[src/spi_consts.svh]
// SPI unit constants for command codes, bus widths and synchronizer depth
`ifndef SPI_CONSTS_SVH
`define SPI_CONSTS_SVH

// ----------------------------------------------
// Slave frame command bytes
// ----------------------------------------------
`define SPI_CMD_WRITE 8'h01
`define SPI_CMD_READ 8'h02

// ----------------------------------------------
// Register bus and divider widths
// ----------------------------------------------
`define SPI_ADRS_WIDTH 16
`define SPI_DATA_WIDTH 32
`define SPI_DIV_WIDTH 16
// Flops in front of the slave pins
`define SPI_SYNC_STAGES 2
`endif
[src/spiPkg.sv]
// SPI unit package holding the width typedefs and the FSM state types
`include "spi_consts.svh"

package spiPkg;

	// One serial byte on MOSI or MISO
	typedef logic [7:0] spiByte_t;
	// Register bus address and word
	typedef logic [`SPI_ADRS_WIDTH-1:0] usiAdrs_t;
	typedef logic [`SPI_DATA_WIDTH-1:0] usiData_t;
	// Master bit rate divider
	typedef logic [`SPI_DIV_WIDTH-1:0] spiDiv_t;

	// Slave frame decoder states
	typedef enum logic [2:0] {
		DS_CMD,
		DS_ADRS_HI,
		DS_ADRS_LO,
		DS_WRITE,
		DS_READ,
		DS_IGNORE
	} decodeState_t;

	// Master byte engine states
	typedef enum logic [1:0] {MS_IDLE, MS_LOW, MS_HIGH} masterState_t;

endpackage

[src/ckeGenerator.sv]
// Clock-enable generator that pulses divCke once every spiDiv+1 sClk cycles
`include "spi_consts.svh"

module ckeGenerator import spiPkg::*; (
	input logic sClk,
	input logic reset,
	input logic spiEn,
	input spiDiv_t spiDiv,
	output logic divCke
);

	spiDiv_t divReg;
	spiDiv_t divCnt;

	// Divider value from the CSR, one cycle late
	always_ff @(posedge sClk)
	begin
		divReg <= spiDiv;
	end

	// Down-counter, reload and pulse at zero
	always_ff @(posedge sClk)
	begin
		if (reset || !spiEn)
		begin
			divCnt <= '0;
			divCke <= 1'b0;
		end
		else if (divCnt == `SPI_DIV_WIDTH'(0))
		begin
			divCnt <= divReg;
			divCke <= 1'b1;
		end
		else
		begin
			divCnt <= divCnt - `SPI_DIV_WIDTH'(1);
			divCke <= 1'b0;
		end
	end

endmodule

[src/spiFrameDecoder.sv]
// Slave frame decoder that turns command, address and data bytes into register bus cycles
`include "spi_consts.svh"

module spiFrameDecoder import spiPkg::*; (
	input logic sClk,
	input logic reset,
	input logic frameStart,
	input spiByte_t rxByte,
	input logic rxStrobe,
	output spiByte_t txByte,
	output usiAdrs_t usiAdrs,
	output usiData_t usiWd,
	output logic usiWEd,
	input usiData_t usiRd
);

	decodeState_t state;
	logic isRead;
	logic [1:0] byteCnt;
	// Read word fetch, request then capture
	logic rdReq;
	logic rdCap;
	usiData_t rdWord;

	// ----------------------------------------------
	// Command FSM
	// ----------------------------------------------
	always_ff @(posedge sClk)
	begin
		if (reset || frameStart)
		begin
			state <= DS_CMD;
			isRead <= 1'b0;
			byteCnt <= 2'd0;
			rdReq <= 1'b0;
			rdCap <= 1'b0;
			txByte <= '0;
			usiWEd <= 1'b0;
			if (reset)
				usiAdrs <= '0;
		end
		else
		begin
			rdReq <= 1'b0;
			rdCap <= rdReq;
			usiWEd <= 1'b0;
			// Step past a word just written
			if (usiWEd)
				usiAdrs <= usiAdrs + `SPI_ADRS_WIDTH'(4);
			// Top byte of the fetched word goes out first
			if (rdCap)
				txByte <= usiRd[`SPI_DATA_WIDTH-1 -: 8];
			if (rxStrobe)
			begin
				case (state)
					DS_CMD:
					begin
						isRead <= (rxByte == `SPI_CMD_READ);
						if ((rxByte == `SPI_CMD_WRITE) || (rxByte == `SPI_CMD_READ))
							state <= DS_ADRS_HI;
						else
							state <= DS_IGNORE;
					end
					DS_ADRS_HI:
					begin
						usiAdrs[`SPI_ADRS_WIDTH-1:8] <= rxByte;
						state <= DS_ADRS_LO;
					end
					DS_ADRS_LO:
					begin
						usiAdrs[7:0] <= rxByte;
						state <= isRead ? DS_READ : DS_WRITE;
						rdReq <= isRead;
					end
					DS_WRITE:
					begin
						byteCnt <= byteCnt + 2'd1;
						// Fourth byte completes the word
						usiWEd <= (byteCnt == 2'd3);
					end
					DS_READ:
					begin
						byteCnt <= byteCnt + 2'd1;
						if (byteCnt == 2'd3)
						begin
							usiAdrs <= usiAdrs + `SPI_ADRS_WIDTH'(4);
							rdReq <= 1'b1;
						end
						else
							txByte <= rdWord[`SPI_DATA_WIDTH-9 -: 8];
					end
					// Unknown command, wait for the next frame
					default:
						state <= DS_IGNORE;
				endcase
			end
		end
	end

	// ----------------------------------------------
	// Write packer and read word holder
	// ----------------------------------------------
	always_ff @(posedge sClk)
	begin
		if (rxStrobe && (state == DS_WRITE))
			usiWd <= {usiWd[`SPI_DATA_WIDTH-9:0], rxByte};
		if (rdCap)
			rdWord <= usiRd;
		else if (rxStrobe && (state == DS_READ))
			rdWord <= {rdWord[`SPI_DATA_WIDTH-9:0], 8'h00};
	end

endmodule

[src/spiMasterShifter.sv]
// SPI master byte engine, mode 0, MSB first, with a done interrupt pulse
`include "spi_consts.svh"

module spiMasterShifter import spiPkg::*; (
	input logic sClk,
	input logic reset,
	input logic spiEn,
	input logic divCke,
	input logic masterWrite,
	input spiByte_t masterWd,
	output spiByte_t masterRd,
	output logic masterBusy,
	output logic masterIntr,
	output logic spiSck,
	output logic spiMosi,
	input logic spiMiso
);

	masterState_t state;
	spiByte_t txShift;
	spiByte_t rxShift;
	// Counts completed falling edges
	logic [3:0] bitCnt;
	logic accept;
	logic riseStep;
	logic fallStep;
	logic done;
	logic abort;

	// ----------------------------------------------
	// Step conditions
	// ----------------------------------------------
	assign accept = (state == MS_IDLE) && masterWrite && spiEn;
	// Eight falls seen, finish in the following cycle
	assign done = (state == MS_LOW) && (bitCnt == 4'd8);
	assign riseStep = (state == MS_LOW) && spiEn && divCke && !done;
	assign fallStep = (state == MS_HIGH) && spiEn && divCke;
	// Enable dropped mid-byte
	assign abort = (state != MS_IDLE) && !spiEn && !done;

	// ----------------------------------------------
	// Control FSM
	// ----------------------------------------------
	always_ff @(posedge sClk)
	begin
		if (reset)
		begin
			state <= MS_IDLE;
			bitCnt <= 4'd0;
			masterBusy <= 1'b0;
			masterIntr <= 1'b0;
			masterRd <= '0;
			spiSck <= 1'b0;
			spiMosi <= 1'b0;
		end
		else
		begin
			masterIntr <= 1'b0;
			if (accept)
			begin
				state <= MS_LOW;
				bitCnt <= 4'd0;
				masterBusy <= 1'b1;
				// First bit set up before the first rise
				spiMosi <= masterWd[7];
			end
			else if (done)
			begin
				state <= MS_IDLE;
				masterBusy <= 1'b0;
				masterIntr <= 1'b1;
				masterRd <= rxShift;
			end
			else if (abort)
			begin
				state <= MS_IDLE;
				masterBusy <= 1'b0;
				spiSck <= 1'b0;
			end
			else if (riseStep)
			begin
				state <= MS_HIGH;
				spiSck <= 1'b1;
			end
			else if (fallStep)
			begin
				state <= MS_LOW;
				spiSck <= 1'b0;
				spiMosi <= txShift[6];
				bitCnt <= bitCnt + 4'd1;
			end
		end
	end

	// Data shifters
	always_ff @(posedge sClk)
	begin
		if (accept)
			txShift <= masterWd;
		else if (fallStep)
			txShift <= {txShift[6:0], 1'b0};
		// MISO taken as SCK rises
		if (riseStep)
			rxShift <= {rxShift[6:0], spiMiso};
	end

endmodule

[src/spiSlaveReceiver.sv]
// SPI slave front end that syncs the pins and moves bytes in on MOSI and out on MISO
`include "spi_consts.svh"

module spiSlaveReceiver import spiPkg::*; (
	input logic sClk,
	input logic reset,
	input logic spiSlaveSck,
	input logic spiSlaveCs,
	input logic spiSlaveMosi,
	output logic spiSlaveMiso,
	output spiByte_t rxByte,
	output logic rxStrobe,
	output logic frameStart,
	input spiByte_t txByte
);

	logic [`SPI_SYNC_STAGES-1:0] sckSync;
	logic [`SPI_SYNC_STAGES-1:0] csSync;
	logic [`SPI_SYNC_STAGES-1:0] mosiSync;
	logic sckPrev;
	logic csPrev;
	logic sckRise;
	logic sckFall;
	logic csFall;
	logic csHigh;
	logic mosiBit;
	logic csLoad;
	logic [2:0] bitCnt;
	spiByte_t rxShift;
	spiByte_t misoShift;

	// ----------------------------------------------
	// Pin synchronizers and edge detect
	// ----------------------------------------------
	always_ff @(posedge sClk)
	begin
		if (reset)
		begin
			sckSync <= '0;
			// Chip select idles high
			csSync <= '1;
			mosiSync <= '0;
			sckPrev <= 1'b0;
			csPrev <= 1'b1;
		end
		else
		begin
			sckSync <= {sckSync[`SPI_SYNC_STAGES-2:0], spiSlaveSck};
			csSync <= {csSync[`SPI_SYNC_STAGES-2:0], spiSlaveCs};
			mosiSync <= {mosiSync[`SPI_SYNC_STAGES-2:0], spiSlaveMosi};
			sckPrev <= sckSync[`SPI_SYNC_STAGES-1];
			csPrev <= csSync[`SPI_SYNC_STAGES-1];
		end
	end

	assign csHigh = csSync[`SPI_SYNC_STAGES-1];
	assign mosiBit = mosiSync[`SPI_SYNC_STAGES-1];
	assign csFall = !csHigh && csPrev;
	// SCK edges count only inside a frame
	assign sckRise = sckSync[`SPI_SYNC_STAGES-1] && !sckPrev && !csHigh;
	assign sckFall = !sckSync[`SPI_SYNC_STAGES-1] && sckPrev && !csHigh;

	// MSB of the MISO shifter straight to the pin
	assign spiSlaveMiso = misoShift[7];

	// ----------------------------------------------
	// Bit counter, strobes and MISO shifter
	// ----------------------------------------------
	always_ff @(posedge sClk)
	begin
		if (reset)
		begin
			bitCnt <= 3'd0;
			rxStrobe <= 1'b0;
			frameStart <= 1'b0;
			csLoad <= 1'b0;
			misoShift <= '0;
		end
		else
		begin
			rxStrobe <= sckRise && (bitCnt == 3'd7);
			frameStart <= csFall;
			// First byte loaded after the decoder has restarted
			csLoad <= frameStart;
			if (csHigh)
			begin
				bitCnt <= 3'd0;
				misoShift <= '0;
			end
			else
			begin
				if (sckRise)
					bitCnt <= bitCnt + 3'd1;
				if (csLoad)
					misoShift <= txByte;
				else if (sckFall && (bitCnt == 3'd0))
					misoShift <= txByte;
				else if (sckFall)
					misoShift <= {misoShift[6:0], 1'b0};
			end
		end
	end

	// MOSI deserializer
	always_ff @(posedge sClk)
	begin
		if (sckRise)
			rxShift <= {rxShift[6:0], mosiBit};
		if (sckRise && (bitCnt == 3'd7))
			rxByte <= {rxShift[6:0], mosiBit};
	end

endmodule

[src/spiUnit.sv]
// SPI control unit top with a master byte engine and a slave register bus bridge
`include "spi_consts.svh"

module spiUnit import spiPkg::*; (
	input logic sClk,
	input logic reset,
	// Master CSRs
	input logic spiEn,
	input spiDiv_t spiDiv,
	input logic masterWrite,
	input spiByte_t masterWd,
	input logic masterCs,
	output spiByte_t masterRd,
	output logic masterBusy,
	output logic masterIntr,
	// Master pins
	output logic spiSck,
	output logic spiMosi,
	input logic spiMiso,
	output logic spiCs,
	// Slave pins
	input logic spiSlaveSck,
	input logic spiSlaveCs,
	input logic spiSlaveMosi,
	output logic spiSlaveMiso,
	// Register bus
	output usiAdrs_t usiAdrs,
	output usiData_t usiWd,
	output logic usiWEd,
	input usiData_t usiRd
);

	logic divCke;
	logic rxStrobe;
	logic frameStart;
	spiByte_t rxByte;
	spiByte_t txByte;

	// Master chip select is a plain CSR level
	assign spiCs = masterCs;

	// ----------------------------------------------
	// Master path
	// ----------------------------------------------
	ckeGenerator ckeGen (
		.sClk(sClk),
		.reset(reset),
		.spiEn(spiEn),
		.spiDiv(spiDiv),
		.divCke(divCke)
	);

	spiMasterShifter masterShifter (
		.sClk(sClk),
		.reset(reset),
		.spiEn(spiEn),
		.divCke(divCke),
		.masterWrite(masterWrite),
		.masterWd(masterWd),
		.masterRd(masterRd),
		.masterBusy(masterBusy),
		.masterIntr(masterIntr),
		.spiSck(spiSck),
		.spiMosi(spiMosi),
		.spiMiso(spiMiso)
	);

	// ----------------------------------------------
	// Slave path
	// ----------------------------------------------
	spiSlaveReceiver slaveReceiver (
		.sClk(sClk),
		.reset(reset),
		.spiSlaveSck(spiSlaveSck),
		.spiSlaveCs(spiSlaveCs),
		.spiSlaveMosi(spiSlaveMosi),
		.spiSlaveMiso(spiSlaveMiso),
		.rxByte(rxByte),
		.rxStrobe(rxStrobe),
		.frameStart(frameStart),
		.txByte(txByte)
	);

	spiFrameDecoder frameDecoder (
		.sClk(sClk),
		.reset(reset),
		.frameStart(frameStart),
		.rxByte(rxByte),
		.rxStrobe(rxStrobe),
		.txByte(txByte),
		.usiAdrs(usiAdrs),
		.usiWd(usiWd),
		.usiWEd(usiWEd),
		.usiRd(usiRd)
	);

endmodule

[config.mk]
export PLATFORM = sky130hd
export DESIGN_NAME = spiUnit
export DESIGN_NICKNAME = d
export VERILOG_FILES = /design/src/spiPkg.sv /design/src/ckeGenerator.sv /design/src/spiFrameDecoder.sv /design/src/spiMasterShifter.sv /design/src/spiSlaveReceiver.sv /design/src/spiUnit.sv
export VERILOG_INCLUDE_DIRS = /design/src
export SDC_FILE = /design/constraint.sdc
export NUM_CORES = 1
export LEC_CHECK = 0
export BUFFER_PORTS_ARGS = -buffer_cell sky130_fd_sc_hd__buf_2
export CAP_MARGIN = 10
export CELL_PAD_IN_SITES_DETAIL_PLACEMENT = 0
export CELL_PAD_IN_SITES_GLOBAL_PLACEMENT = 1
export CORE_ASPECT_RATIO = 2
export CORE_MARGIN = 2
export CORE_UTILIZATION = 30
export DETAILED_ROUTE_END_ITERATION = 12
export GPL_TIMING_DRIVEN = 0
export PLACE_DENSITY_LB_ADDON = 0.08
export SLEW_MARGIN = 0
export SYNTH_ARGS = -nofsm -noshare
export SYNTH_HDL_FRONTEND = slang
export SYNTH_SLANG_ARGS = --single-unit
[constraint.sdc]
create_clock -name sClk -period 3 [get_ports sClk]
set_input_delay 0.3 -clock sClk [delete_from_list [all_inputs] [get_ports sClk]]
set_output_delay 0.3 -clock sClk [all_outputs]
set_load 0.02 [all_outputs]
[After elaboration in Yosys (flattened, before gate mapping)]
Cells that the tools add are included.
Storage, ports and cells
  register bits after elaboration: 192
  input bits: 65
  output and inout bits: 63
Cells by class
  muxes and demuxes: 42
  add/sub/neg operators: 5
  eq/ne operators: 15
  bitwise operators: 7
  reductions and logical operators: 52
Operator list (count)
  16-bit two-way mux: 6
  8-bit two-way mux: 7
  24-bit two-way mux: 2
  8-bit case mux with 2 select lines: 2
  1-bit logical AND: 19
  1-bit two-way mux: 17
  16-bit by 3-bit adder with 16-bit output, second input constant: 1
  16-bit logical NOT: 1
  16-bit by 1-bit subtractor with 16-bit output, second input constant: 1
  7-bit two-way mux: 2
  3-bit case mux with 4 select lines: 1
  3-bit nonzero test: 3
  8-bit by 1-bit == test with 1-bit output, second input constant: 1
  8-bit by 2-bit == test with 1-bit output, second input constant: 1
  2-bit AND reduction: 4
  4-bit AND reduction: 2
  2-bit nonzero test: 4
  2-bit OR reduction: 4
  1-bit NOT: 7
  3-bit by 2-bit == test with 1-bit output, second input constant: 2
  3-bit == test, second input constant: 2
  3-bit logical NOT: 2
  3-bit two-way mux: 2
  2-bit by 1-bit inequality test with 1-bit output, second input constant: 3
  other kinds (17): 25

[Logic depth before layout (Yosys ltp)]
Gate-level depths: netlist of the first run.
  depth in word-level cells: 8
  gate-level depth with buffers: 9

[Cells and area by module]
A second synthesis of the first run with hierarchy kept.
Unflattened totals
  cells, all modules: 648
  area total of the unflattened synthesis: 7892.6 um2
By module, submodules not included
  spiFrameDecoder: sequential area each 2502.4 um2, cells an instance 312, area an instance 3998.8 um2, instances 1
  spiMasterShifter: sequential area each 810.8 um2, cells an instance 122, area an instance 1376.3 um2, instances 1
  spiSlaveReceiver: sequential area each 890.9 um2, cells an instance 95, area an instance 1290.0 um2, instances 1
  ckeGenerator: sequential area each 660.6 um2, cells an instance 118, area an instance 1219.9 um2, instances 1
  spiUnit: sequential area each 0.0 um2, cells an instance 1, area an instance 7.5 um2, instances 1

[Least setup slack after synthesis of the first run]
Ideal clock, no wire load.
  path type: register -> register
  start point: register frameDecoder.state[0]
  end point: register frameDecoder.usiWd[0] (enable)
  period minus slack after synthesis: 2.181 ns
  required time: 2.608 ns
  cell stages (with the launch flop): 4
  library setup time: 0.392 ns
  setup slack: 0.819 ns
  arrival: 1.789 ns
  cells stage by stage: dfxtp_1 clkbuf_1 nor2b_1 and3_1
On the way
  cells in the longest elaborated chain, start to end: 2
RTL lines
  start: declaration: RTL line spiFrameDecoder.sv:17  | decodeState_t state;
  start signal: assignment: RTL line spiFrameDecoder.sv:72  | state <= isRead ? DS_READ : DS_WRITE;
  3-bit by 2-bit == test with 1-bit output: RTL line spiFrameDecoder.sv:105  | if (rxStrobe && (state == DS_WRITE))
  1-bit logical AND: RTL line spiFrameDecoder.sv:105
  end signal: assignment: RTL line spiFrameDecoder.sv:106  | usiWd <= {usiWd[`SPI_DATA_WIDTH-9:0], rxByte};
  end: declaration: RTL line spiFrameDecoder.sv:12  | output usiData_t usiWd,
No other way between the ends.
A chain may end at the register's enable or synchronous reset.

[Final worst setup path of the first run]
  start point: register frameDecoder.state[0]
  end point: register frameDecoder.usiWd[5] (enable)
Same word-level chain as after synthesis.

==> results.cfg, run 1 <==
[status]
outcome = finished clean

[die]
start_util = 0.304
io_pins = 128
die_x_um = 118
die_y_um = 231
rows = 83
core_area_mm2 = 0.0255
die_area_mm2 = 0.0272

[sta]
tightest_slew_ns = 0.783
setup_violations = 0
fin_tns_setup_ns = 0
relSlewSlack = 0.475
setup_ws_ns = 0.697
period_needed_ns = 2.30
drv_slew = 0
fin_crit_sh = 0.768
rsz0062_at_grt = no
fmax_ghz = 0.434
skew_ns = 0.00902
hold_viol = 0

[yosys]
synth_compound_area_frac = 0.0950
ys_ff_latch = 192
async_flop_share = 0
yosysMostFrequentCell = edfxtp_1
synthFlopType = edfxtp_1
synthTopCellsByCount = edfxtp_1, dfxtp_1, nor2_1
yosysTopAreaCell = edfxtp_1
yosysSeqAreaShare = 0.627
synth.area.top_cells = edfxtp_1, dfxtp_1, nor2_1
synth_nets = 713
syn_avg_cell_area_um2 = 12.1
synth_xor_area_frac = 0.0328
synth-simple-area-share = 0.136
synth_mux_area_frac = 0.0682
synth_edf_count = 102
yosys_warnings = 0
synth_top_family_by_area = simple AND/OR/NAND/NOR gates
netlist_area_mm2 = 0.00775
yosysTopAreaCellShare = 0.395
ys_types = 61
synth_fa_ha_area_frac = 0.0145
synth_cells = 639

[layout]
finalNetCount = 874
area_growth_pct = 24.3
n_antenna_cell = 0
drive_gt1_frac = 0.248

[global_routing]
grt_pass1_vias = 5612
grt_pass1_wl_mm = 29.0
grt_overflow = 0
grt_max_degree = 33
grt_usage = 0.138
antenna_found_initial = 0

[cts]
cts_inserted_buffers = 17
cts_setup_buffers = 0
root_buffer = clkbuf_16
clkLatencyLatePin_ns = 0.44
cts_max_level = 4
path_clk_slew_ns = 0.07
clock_sinks = 192
cts_buffer_depth = 2
cts_tree = done

[setup_path]
worstRegToRegCells = 3
end_kind = flip-flop
path_class = reg2reg
reg2reg_to = frameDecoder.usiWd[5]
cp.arrival_ns = 2.37
crit_path_end = frameDecoder.usiWd[5]
critPathLaunch = frameDecoder.state[0]
worstPathMaxFanout = 32
reg2reg_slack_ns = 0.70
required_ns = 3.07
cp-start-kind = flip-flop
rr_startpoint = frameDecoder.state[0]

[hold_path]
hold_class = in2reg

[power]
powerDensity_mw_per_mm2 = 703
ir_drop_mv = 0.392
p_leak_nw = 3.61

[placed_design]
port_buffers = 125
post-place-ws_ns = 0.639
hpwl_mm = 13.3
routabilityCongestion = 0.790

[routing]
vias = 5330
firstDrtPassIters = 5
drt-wirelength-per-cell_um = 15.6
viasPerCell = 4.62
postRouteAntennaNets = 0
drc = 0
drtIter0Drc = 339
routed_wl_mm = 18.0

[run]
drv_cap = 0
==> layout make-up <==
cell class | instances | area, um^2
plain buffers | 33 | 148
clock buffers | 18 | 429
clock inverters | 14 | 234
fillers | 2575 | 15900
inverters | 14 | 52.6
multi-input cells | 400 | 2690
flip-flops and latches | 192 | 4860
well taps | 340 | 425
repair buffers | 142 | 796
==> sequential cells by signal, indices dropped and copies added (netlist names), 3 cells and up <==
register	cells
frameDecoder.txByte	8
slaveReceiver.rxShift	7
frameDecoder.rdWord	24
frameDecoder.usiAdrs	16
masterShifter.txShift	7
frameDecoder.state	3
ckeGen.divCnt	16
slaveReceiver.rxByte	8
frameDecoder.usiWd	32
masterShifter.masterRd	8
slaveReceiver.misoShift	8
masterShifter.rxShift	8
masterShifter.bitCnt	4
ckeGen.divReg	16
slaveReceiver.bitCnt	3
==> cell families after synthesis <==
| group | count (synthesis) |
|---|---|
| AND/OR/NAND/NOR | 205 |
| XOR/XNOR | 29 |
| flip-flops | 192 |
| multiplexers | 50 |
| adder cells (fa/ha/maj) | 9 |
| AO/OA/AOI/OAI | 107 |
| buffers and inverters | 47 |
==> worst max-delay path, cell delays in order (launching register included) <==
cell	delay [ns]
dfxtp_1	0.31
clkbuf_1	0.33
nor2b_1	0.50
and3_2	0.76
==> routing by layer <==
| metal | vias up | track usage | part of all wire |
|---|---|---|---|
| li1 | 2631 | - | - |
| met1 | 2553 | 0.133 | 0.37 |
| met5 | - | 0 | 0 |
| met3 | 15 | 0.0433 | 0.041 |
| met4 | 0 | 0.0516 | 0.015 |
| met2 | 131 | 0.268 | 0.58 |
==> power breakdown <==
| part | internal [mW] | total [mW] | switching [mW] |
|---|---|---|---|
| Combinational | 0.503 | 1.18 | 0.681 |
| Sequential | 2.89 | 3.01 | 0.121 |
| Clock | 1.56 | 2.58 | 1.02 |
| Total | 4.95 | 6.77 | 1.82 |
==> worst min path at each step <==
stage	endpoint	slack, ns	cells after the start	start
finish	slaveReceiver.csSync[0]	0.07	2	spiSlaveCs
global route	slaveReceiver.csSync[0]	0.05	2	spiSlaveCs
CTS	slaveReceiver.csSync[0]	0.04	2	spiSlaveCs
detailed placement	slaveReceiver.csSync[1]	0.39	1	slaveReceiver.csSync[0]
global placement	slaveReceiver.rxByte[7]	0.40	0	slaveReceiver.rxShift[6]
floorplan	ckeGen.divReg[0]	0.33	0	spiDiv[0]
==> placed cells by master (no fill, tap or decap), drive strengths merged, types with 23 or more instances in the layout <==
cell type | synthesis | layout
buf | 8 | 133
dfxtp | 90 | 90
mux2i | 27 | 27
nor2 | 74 | 74
edfxtp | 102 | 102
nand2 | 33 | 33
a211oi | 24 | 24
clkbuf | 25 | 43
a21oi | 25 | 25
mux2 | 23 | 23
==> stage by stage <==
step	instance area [um^2]	utilization	std cells	hold WS, ns	power [mW]
floorplan	7750	-	639	0.328	3.95
global placement	8810	0.345	1104	0.402	4.24
detailed placement	8810	0.345	1104	0.395	4.25
CTS	9640	0.377	1153	0.0371	6.89
global route	9640	0.377	1153	0.0453	7.09
finish	9640	0.377	1153	0.0713	6.77
==> timing repair <==
item                                   4_1_cts  5_1_grt
gates resized for setup                      0        0
endpoints found under the hold margin       17        0
hold buffers                                17        0
Note: power is estimated with default switching activity, not from simulation.
==> inputs of run 2 (changes only) <==
==> constraint.sdc (replaced) <==
create_clock -name sClk -period 2.2 [get_ports sClk]
set_input_delay 0.22 -clock sClk [delete_from_list [all_inputs] [get_ports sClk]]
set_output_delay 0.22 -clock sClk [all_outputs]
set_load 0.02 [all_outputs]
==> results.cfg, run 2 (synthesis gave the netlist of run 1 again) <==
[setup_path]
cp.arrival_ns = 2.17
end_kind = flip-flop
path_class = reg2reg
path_delay_family = buffers and inverters
crit_top_cell = clkbuf_1
worstPathCellList = clkbuf_1 > clkbuf_1 > and3_4
max_stage_delay_ns = 0.56
rr_startpoint = slaveReceiver.rxStrobe
reg2reg_to = frameDecoder.usiWd[5]
crit_buf_inv = 2
slowest_stage = and3_4
required_ns = 2.30
worstRegToRegCells = 3
worstPathMaxFanout = 32
reg2reg_slack_ns = 0.12
cp-start-kind = flip-flop

[global_routing]
grt_pass1_wl_mm = 29.0
grt_usage = 0.138
grt_pass1_vias = 5621
grt_overflow = 0
antenna_found_initial = 0
grt_max_degree = 33

[sta]
setup_violations = 0
tightest_slew_ns = 0.760
period_needed_ns = 2.08
drv_slew = 0
setup_ws_ns = 0.124
relSlewSlack = 0.493
skew_ns = 0.00893
fmax_ghz = 0.482
hold_viol = 0
fin_crit_sh = 0.944
rsz0062_at_grt = yes

[hold_path]
min-delay-start = usiRd[0]
min_to = frameDecoder.rdWord[0]
holdPathStages = 2
hold_class = in2reg

[placed_design]
dp.cells = 1104
hpwl_mm = 13.3
port_buffers = 125
post-place-ws_ns = -0.161
routabilityCongestion = 0.790

[layout]
final_cells = 1162
most-common-layout-cells = buf_2, edfxtp_1, dfxtp_1
regMostFlops = frameDecoder.usiWd
layout_commonest_cell = buf_2
n_antenna_cell = 0
area_growth_pct = 25.8
finalNetCount = 883
largest_reg_flops = 32
top_regs = frameDecoder.usiWd: 32 flops, frameDecoder.rdWord: 24 flops
drive_gt1_frac = 0.258

[cts]
clock_sinks = 192
cts_inserted_buffers = 17
path_clk_slew_ns = 0.07
cts_max_level = 4
root_buffer = clkbuf_16
cts_buffer_depth = 2
clkLatencyLatePin_ns = 0.45
cts_tree = done

[routing]
vias = 5386
drtIter0Drc = 295
postRouteAntennaNets = 0
viasPerCell = 4.64
drt-wirelength-per-cell_um = 15.5
routed_wl_mm = 18.1
drc = 0
firstDrtPassIters = 5

[die]
rows = 83
die_y_um = 231
die_area_mm2 = 0.0272
core_area_mm2 = 0.0255
start_util = 0.304
die_x_um = 118
io_pins = 128

[power]
ir_drop_mv = 0.535
p_leak_nw = 3.66
powerDensity_mw_per_mm2 = 948

[status]
outcome = finished clean

[run]
drv_cap = 0
run 2: cell types whose count changed in the layout (fill, tap and decap cells not counted), moves of 2 or more:
cell / before / now
nor2b_1: 16 / 14
nor4_1: 5 / 3
buf_4: 1 / 6
dlygate4sd3_1: 17 / 21
nor4_2: 1 / 3
nor2b_2: 0 / 2
run 2: final cells by class:
| type | count | area [um^2] |
|---|---|---|
| tap | 340 | 425 |
| clock inverter | 14 | 234 |
| fill | 2571 | 15800 |
| clock buffer | 18 | 429 |
| sequential | 192 | 4860 |
| buffer | 33 | 148 |
| multi-input combinational | 400 | 2730 |
| inverter | 14 | 52.6 |
| timing repair buffer | 151 | 873 |
run 2: repair_timing:
item / in CTS / in global routing
pin swaps: 0 / 1
hold buffers: 21 / 0
endpoints found under the hold margin: 21 / 0
setup endpoints to repair: 56 / 49
buffers inserted: 0 / 5
gates resized for setup: 2 / 6
run 2: per-stage QoR:
| step | setup TNS [ns] | utilization | instance area, um^2 | power (mW) | hold slack (ns) |
|---|---|---|---|---|---|
| final | 0 | 0.382 | 9760 | 9.25 | 0.0540 |
| after floorplan | 0 | - | 7750 | 5.39 | 0.248 |
| after global routing | -2.01 | 0.382 | 9760 | 9.69 | 0.0354 |
| after detailed placement | -5.65 | 0.345 | 8810 | 5.80 | 0.324 |
| after global placement | -19.94 | 0.345 | 8810 | 5.78 | 0.323 |
| after CTS | 0 | 0.379 | 9690 | 9.40 | 0.0278 |
run 2: layer usage:
metal,up-vias,routed length [um],track usage
met5,-,0,0
met4,0,342,0.0516
met3,19,744,0.0431
met2,121,10300,0.268
met1,2593,6670,0.133
li1,2653,-,-
run 2: how the worst max path moves through the flow:
| stage | startpoint | end | slack, ns | cells after the start |
|---|---|---|---|---|
| floorplan | frameDecoder.state[0] | frameDecoder.usiWd[0] | 0.02 | 3 |
| global placement | slaveReceiver.rxStrobe | frameDecoder.usiWd[4] | -0.63 | 3 |
| detailed placement | slaveReceiver.rxStrobe | frameDecoder.usiWd[20] | -0.16 | 3 |
| CTS | slaveReceiver.rxStrobe | frameDecoder.usiWd[5] | 0.05 | 3 |
| global route | slaveReceiver.rxStrobe | frameDecoder.usiWd[30] | -0.07 | 3 |
| finish | slaveReceiver.rxStrobe | frameDecoder.usiWd[5] | 0.12 | 3 |
run 2: where the power goes:
part / total [mW] / internal (mW) / leakage (nW) / switching [mW]
sequential: 4.10 / 3.94 / 1.73 / 0.164
clock: 3.52 / 2.13 / 0.321 / 1.39
combinational: 1.63 / 0.695 / 1.60 / 0.932
==> inputs of run 3 (changes only) <==
--- a/config.mk
+++ b/config.mk
@@ -15,8 +15,8 @@
 export CORE_UTILIZATION = 30
 export DETAILED_ROUTE_END_ITERATION = 12
 export GPL_TIMING_DRIVEN = 0
-export PLACE_DENSITY_LB_ADDON = 0.08
-export SLEW_MARGIN = 0
+export PLACE_DENSITY = 0.65
+export SLEW_MARGIN = 5
 export SYNTH_ARGS = -nofsm -noshare
 export SYNTH_HDL_FRONTEND = slang
 export SYNTH_SLANG_ARGS = --single-unit
==> results.cfg, run 3 (synthesis gave the netlist of run 1 again) <==
[routing]
routed_wl_mm = 17.2
viasPerCell = 4.62
postRouteAntennaNets = 0
firstDrtPassIters = 4
drt-wirelength-per-cell_um = 14.9
drtIter0Drc = 254
drc = 0
vias = 5351

[power]
p_sw_mw = 2.49
power_frac_seq = 0.469
clkPwrFrac = 0.347
ir_drop_mv = 0.678
power.internal_mw = 6.25
p_leak_nw = 3.59
power_frac_comb = 0.184
powerDensity_mw_per_mm2 = 910
switching_share = 0.285

[run]
drv_cap = 0

[global_routing]
grt_usage = 0.131
grt_pass1_vias = 5436
grt_max_degree = 33
grt_pass1_wl_mm = 27.7
antenna_found_initial = 0
grt_overflow = 0

[setup_path]
end_kind = flip-flop
worstPathCellList = ha_1 > nand3_1 > or2_1 > xnor2_1 > a32oi_1 > o22ai_1
critPathLaunch = frameDecoder.usiAdrs[2]
crit_buf_inv = 0
cp-start-kind = flip-flop
cp.arrival_ns = 2.23
path_depth = 6
reg2reg_slack_ns = 0.16
path_class = reg2reg
max_stage_delay_ns = 0.52
rr_startpoint = frameDecoder.usiAdrs[2]
slowest_stage = edfxtp_1
reg2reg_to = frameDecoder.usiAdrs[8]
worstRegToRegCells = 6
required_ns = 2.38
worstPathMaxFanout = 8
path_delay_family = flip-flops

[die]
rows = 83
die_y_um = 231
die_x_um = 118
die_area_mm2 = 0.0272
io_pins = 128
core_area_mm2 = 0.0255
start_util = 0.304

[sta]
setup_violations = 0
fmax_ghz = 0.489
skew_ns = 0.0108
hold_viol = 0
period_needed_ns = 2.04
tightest_slew_ns = 0.740
rsz0062_at_grt = yes
drv_slew = 0
setup_ws_ns = 0.156
fin_crit_sh = 0.929
relSlewSlack = 0.507

[layout]
final_cells = 1157
area_growth_pct = 23.9
regMostFlops = frameDecoder.usiWd
fin_area_mm2 = 0.00961
most-common-layout-cells = buf_2, edfxtp_1, dfxtp_1
top_regs = frameDecoder.usiWd: 32 flops, frameDecoder.rdWord: 24 flops
drive_gt1_frac = 0.248
finalNetCount = 878
n_antenna_cell = 0
largest_reg_flops = 32
utilization = 0.376
fillers = 2617
layout_commonest_cell = buf_2

[cts]
cts_buffer_depth = 2
cts_max_level = 4
cts_tree = done
root_buffer = clkbuf_16
clkLatencyLatePin_ns = 0.44
clock_sinks = 192
cts_setup_buffers = 0
path_clk_slew_ns = 0.07
cts_inserted_buffers = 17

[placed_design]
port_buffers = 125
hpwl_mm = 12.4
dp.cells = 1104
place_area_mm2 = 0.00881
post-place-ws_ns = -0.0856
routabilityCongestion = 0.789

[hold_path]
min-delay-start = usiRd[4]
holdPathStages = 2
min_to = frameDecoder.rdWord[4]
hold_class = in2reg

[status]
outcome = finished clean
-- run 3: cell types whose count changed in the layout (fill, tap and decap cells not counted), moves of 2 or more --
cell / change
buf_4: -5
nor4_1: +2
bufinv_16: -5
nor4_2: -2
clkinv_4: +3
inv_8: +2
-- run 3: power by group through the flow --
stage          Sequential (mW)  Clock, mW  Combinational, mW
5_1_grt                   4.13       3.27               1.80
3_5_place_dp              4.18          0               1.60
6_report                  4.10       3.04               1.61
3_3_place_gp              4.18          0               1.60
2_1_floorplan             4.16          0               1.23
4_1_cts                   4.10       3.15               1.65
-- run 3: routing by layer --
| metal | GRT usage | up-vias | part of all wire |
|---|---|---|---|
| met4 | 0.0700 | 0 | 0.029 |
| met1 | 0.130 | 2521 | 0.37 |
| met5 | 0 | - | 0 |
| li1 | - | 2647 | - |
| met2 | 0.246 | 154 | 0.56 |
| met3 | 0.0340 | 29 | 0.044 |
-- run 3: cell type report --
| type | instances | area [um^2] | share of cell area |
|---|---|---|---|
| well taps | 340 | 425 | 0.0443 |
| inverters | 14 | 52.6 | 0.00547 |
| multi-input cells | 400 | 2710 | 0.282 |
| repair buffers | 146 | 836 | 0.0870 |
| clock inverters | 12 | 124 | 0.0129 |
| clock buffers | 20 | 447 | 0.0465 |
| plain buffers | 33 | 148 | 0.0154 |
| flip-flops and latches | 192 | 4860 | 0.506 |
-- run 3: timing repair --
item,CTS,global route
hold buffers,21,0
pin swaps,0,1
resized for setup,2,3
endpoints found under the hold margin,21,0
endpoints found under the setup margin,40,65
-- run 3: how the worst max path moves through the flow --
stage	slack, ns	to
after floorplan	0.02	frameDecoder.usiWd[0]
after global placement	-0.56	frameDecoder.usiWd[9]
after detailed placement	-0.09	frameDecoder.usiWd[9]
after CTS	0.01	frameDecoder.rdWord[17]
after global routing	-0.007	frameDecoder.usiWd[2]
final	0.16	frameDecoder.usiAdrs[8]
-- run 3: per-stage QoR --
stage / hold slack [ns] / setup TNS [ns] / power [mW]
after floorplan: 0.248 / 0 / 5.39
after global placement: 0.322 / -17.89 / 5.78
after detailed placement: 0.324 / -2.94 / 5.79
after CTS: 0.0296 / 0 / 8.89
after global routing: 0.0404 / -0.0871 / 9.19
final: 0.0509 / 0 / 8.75
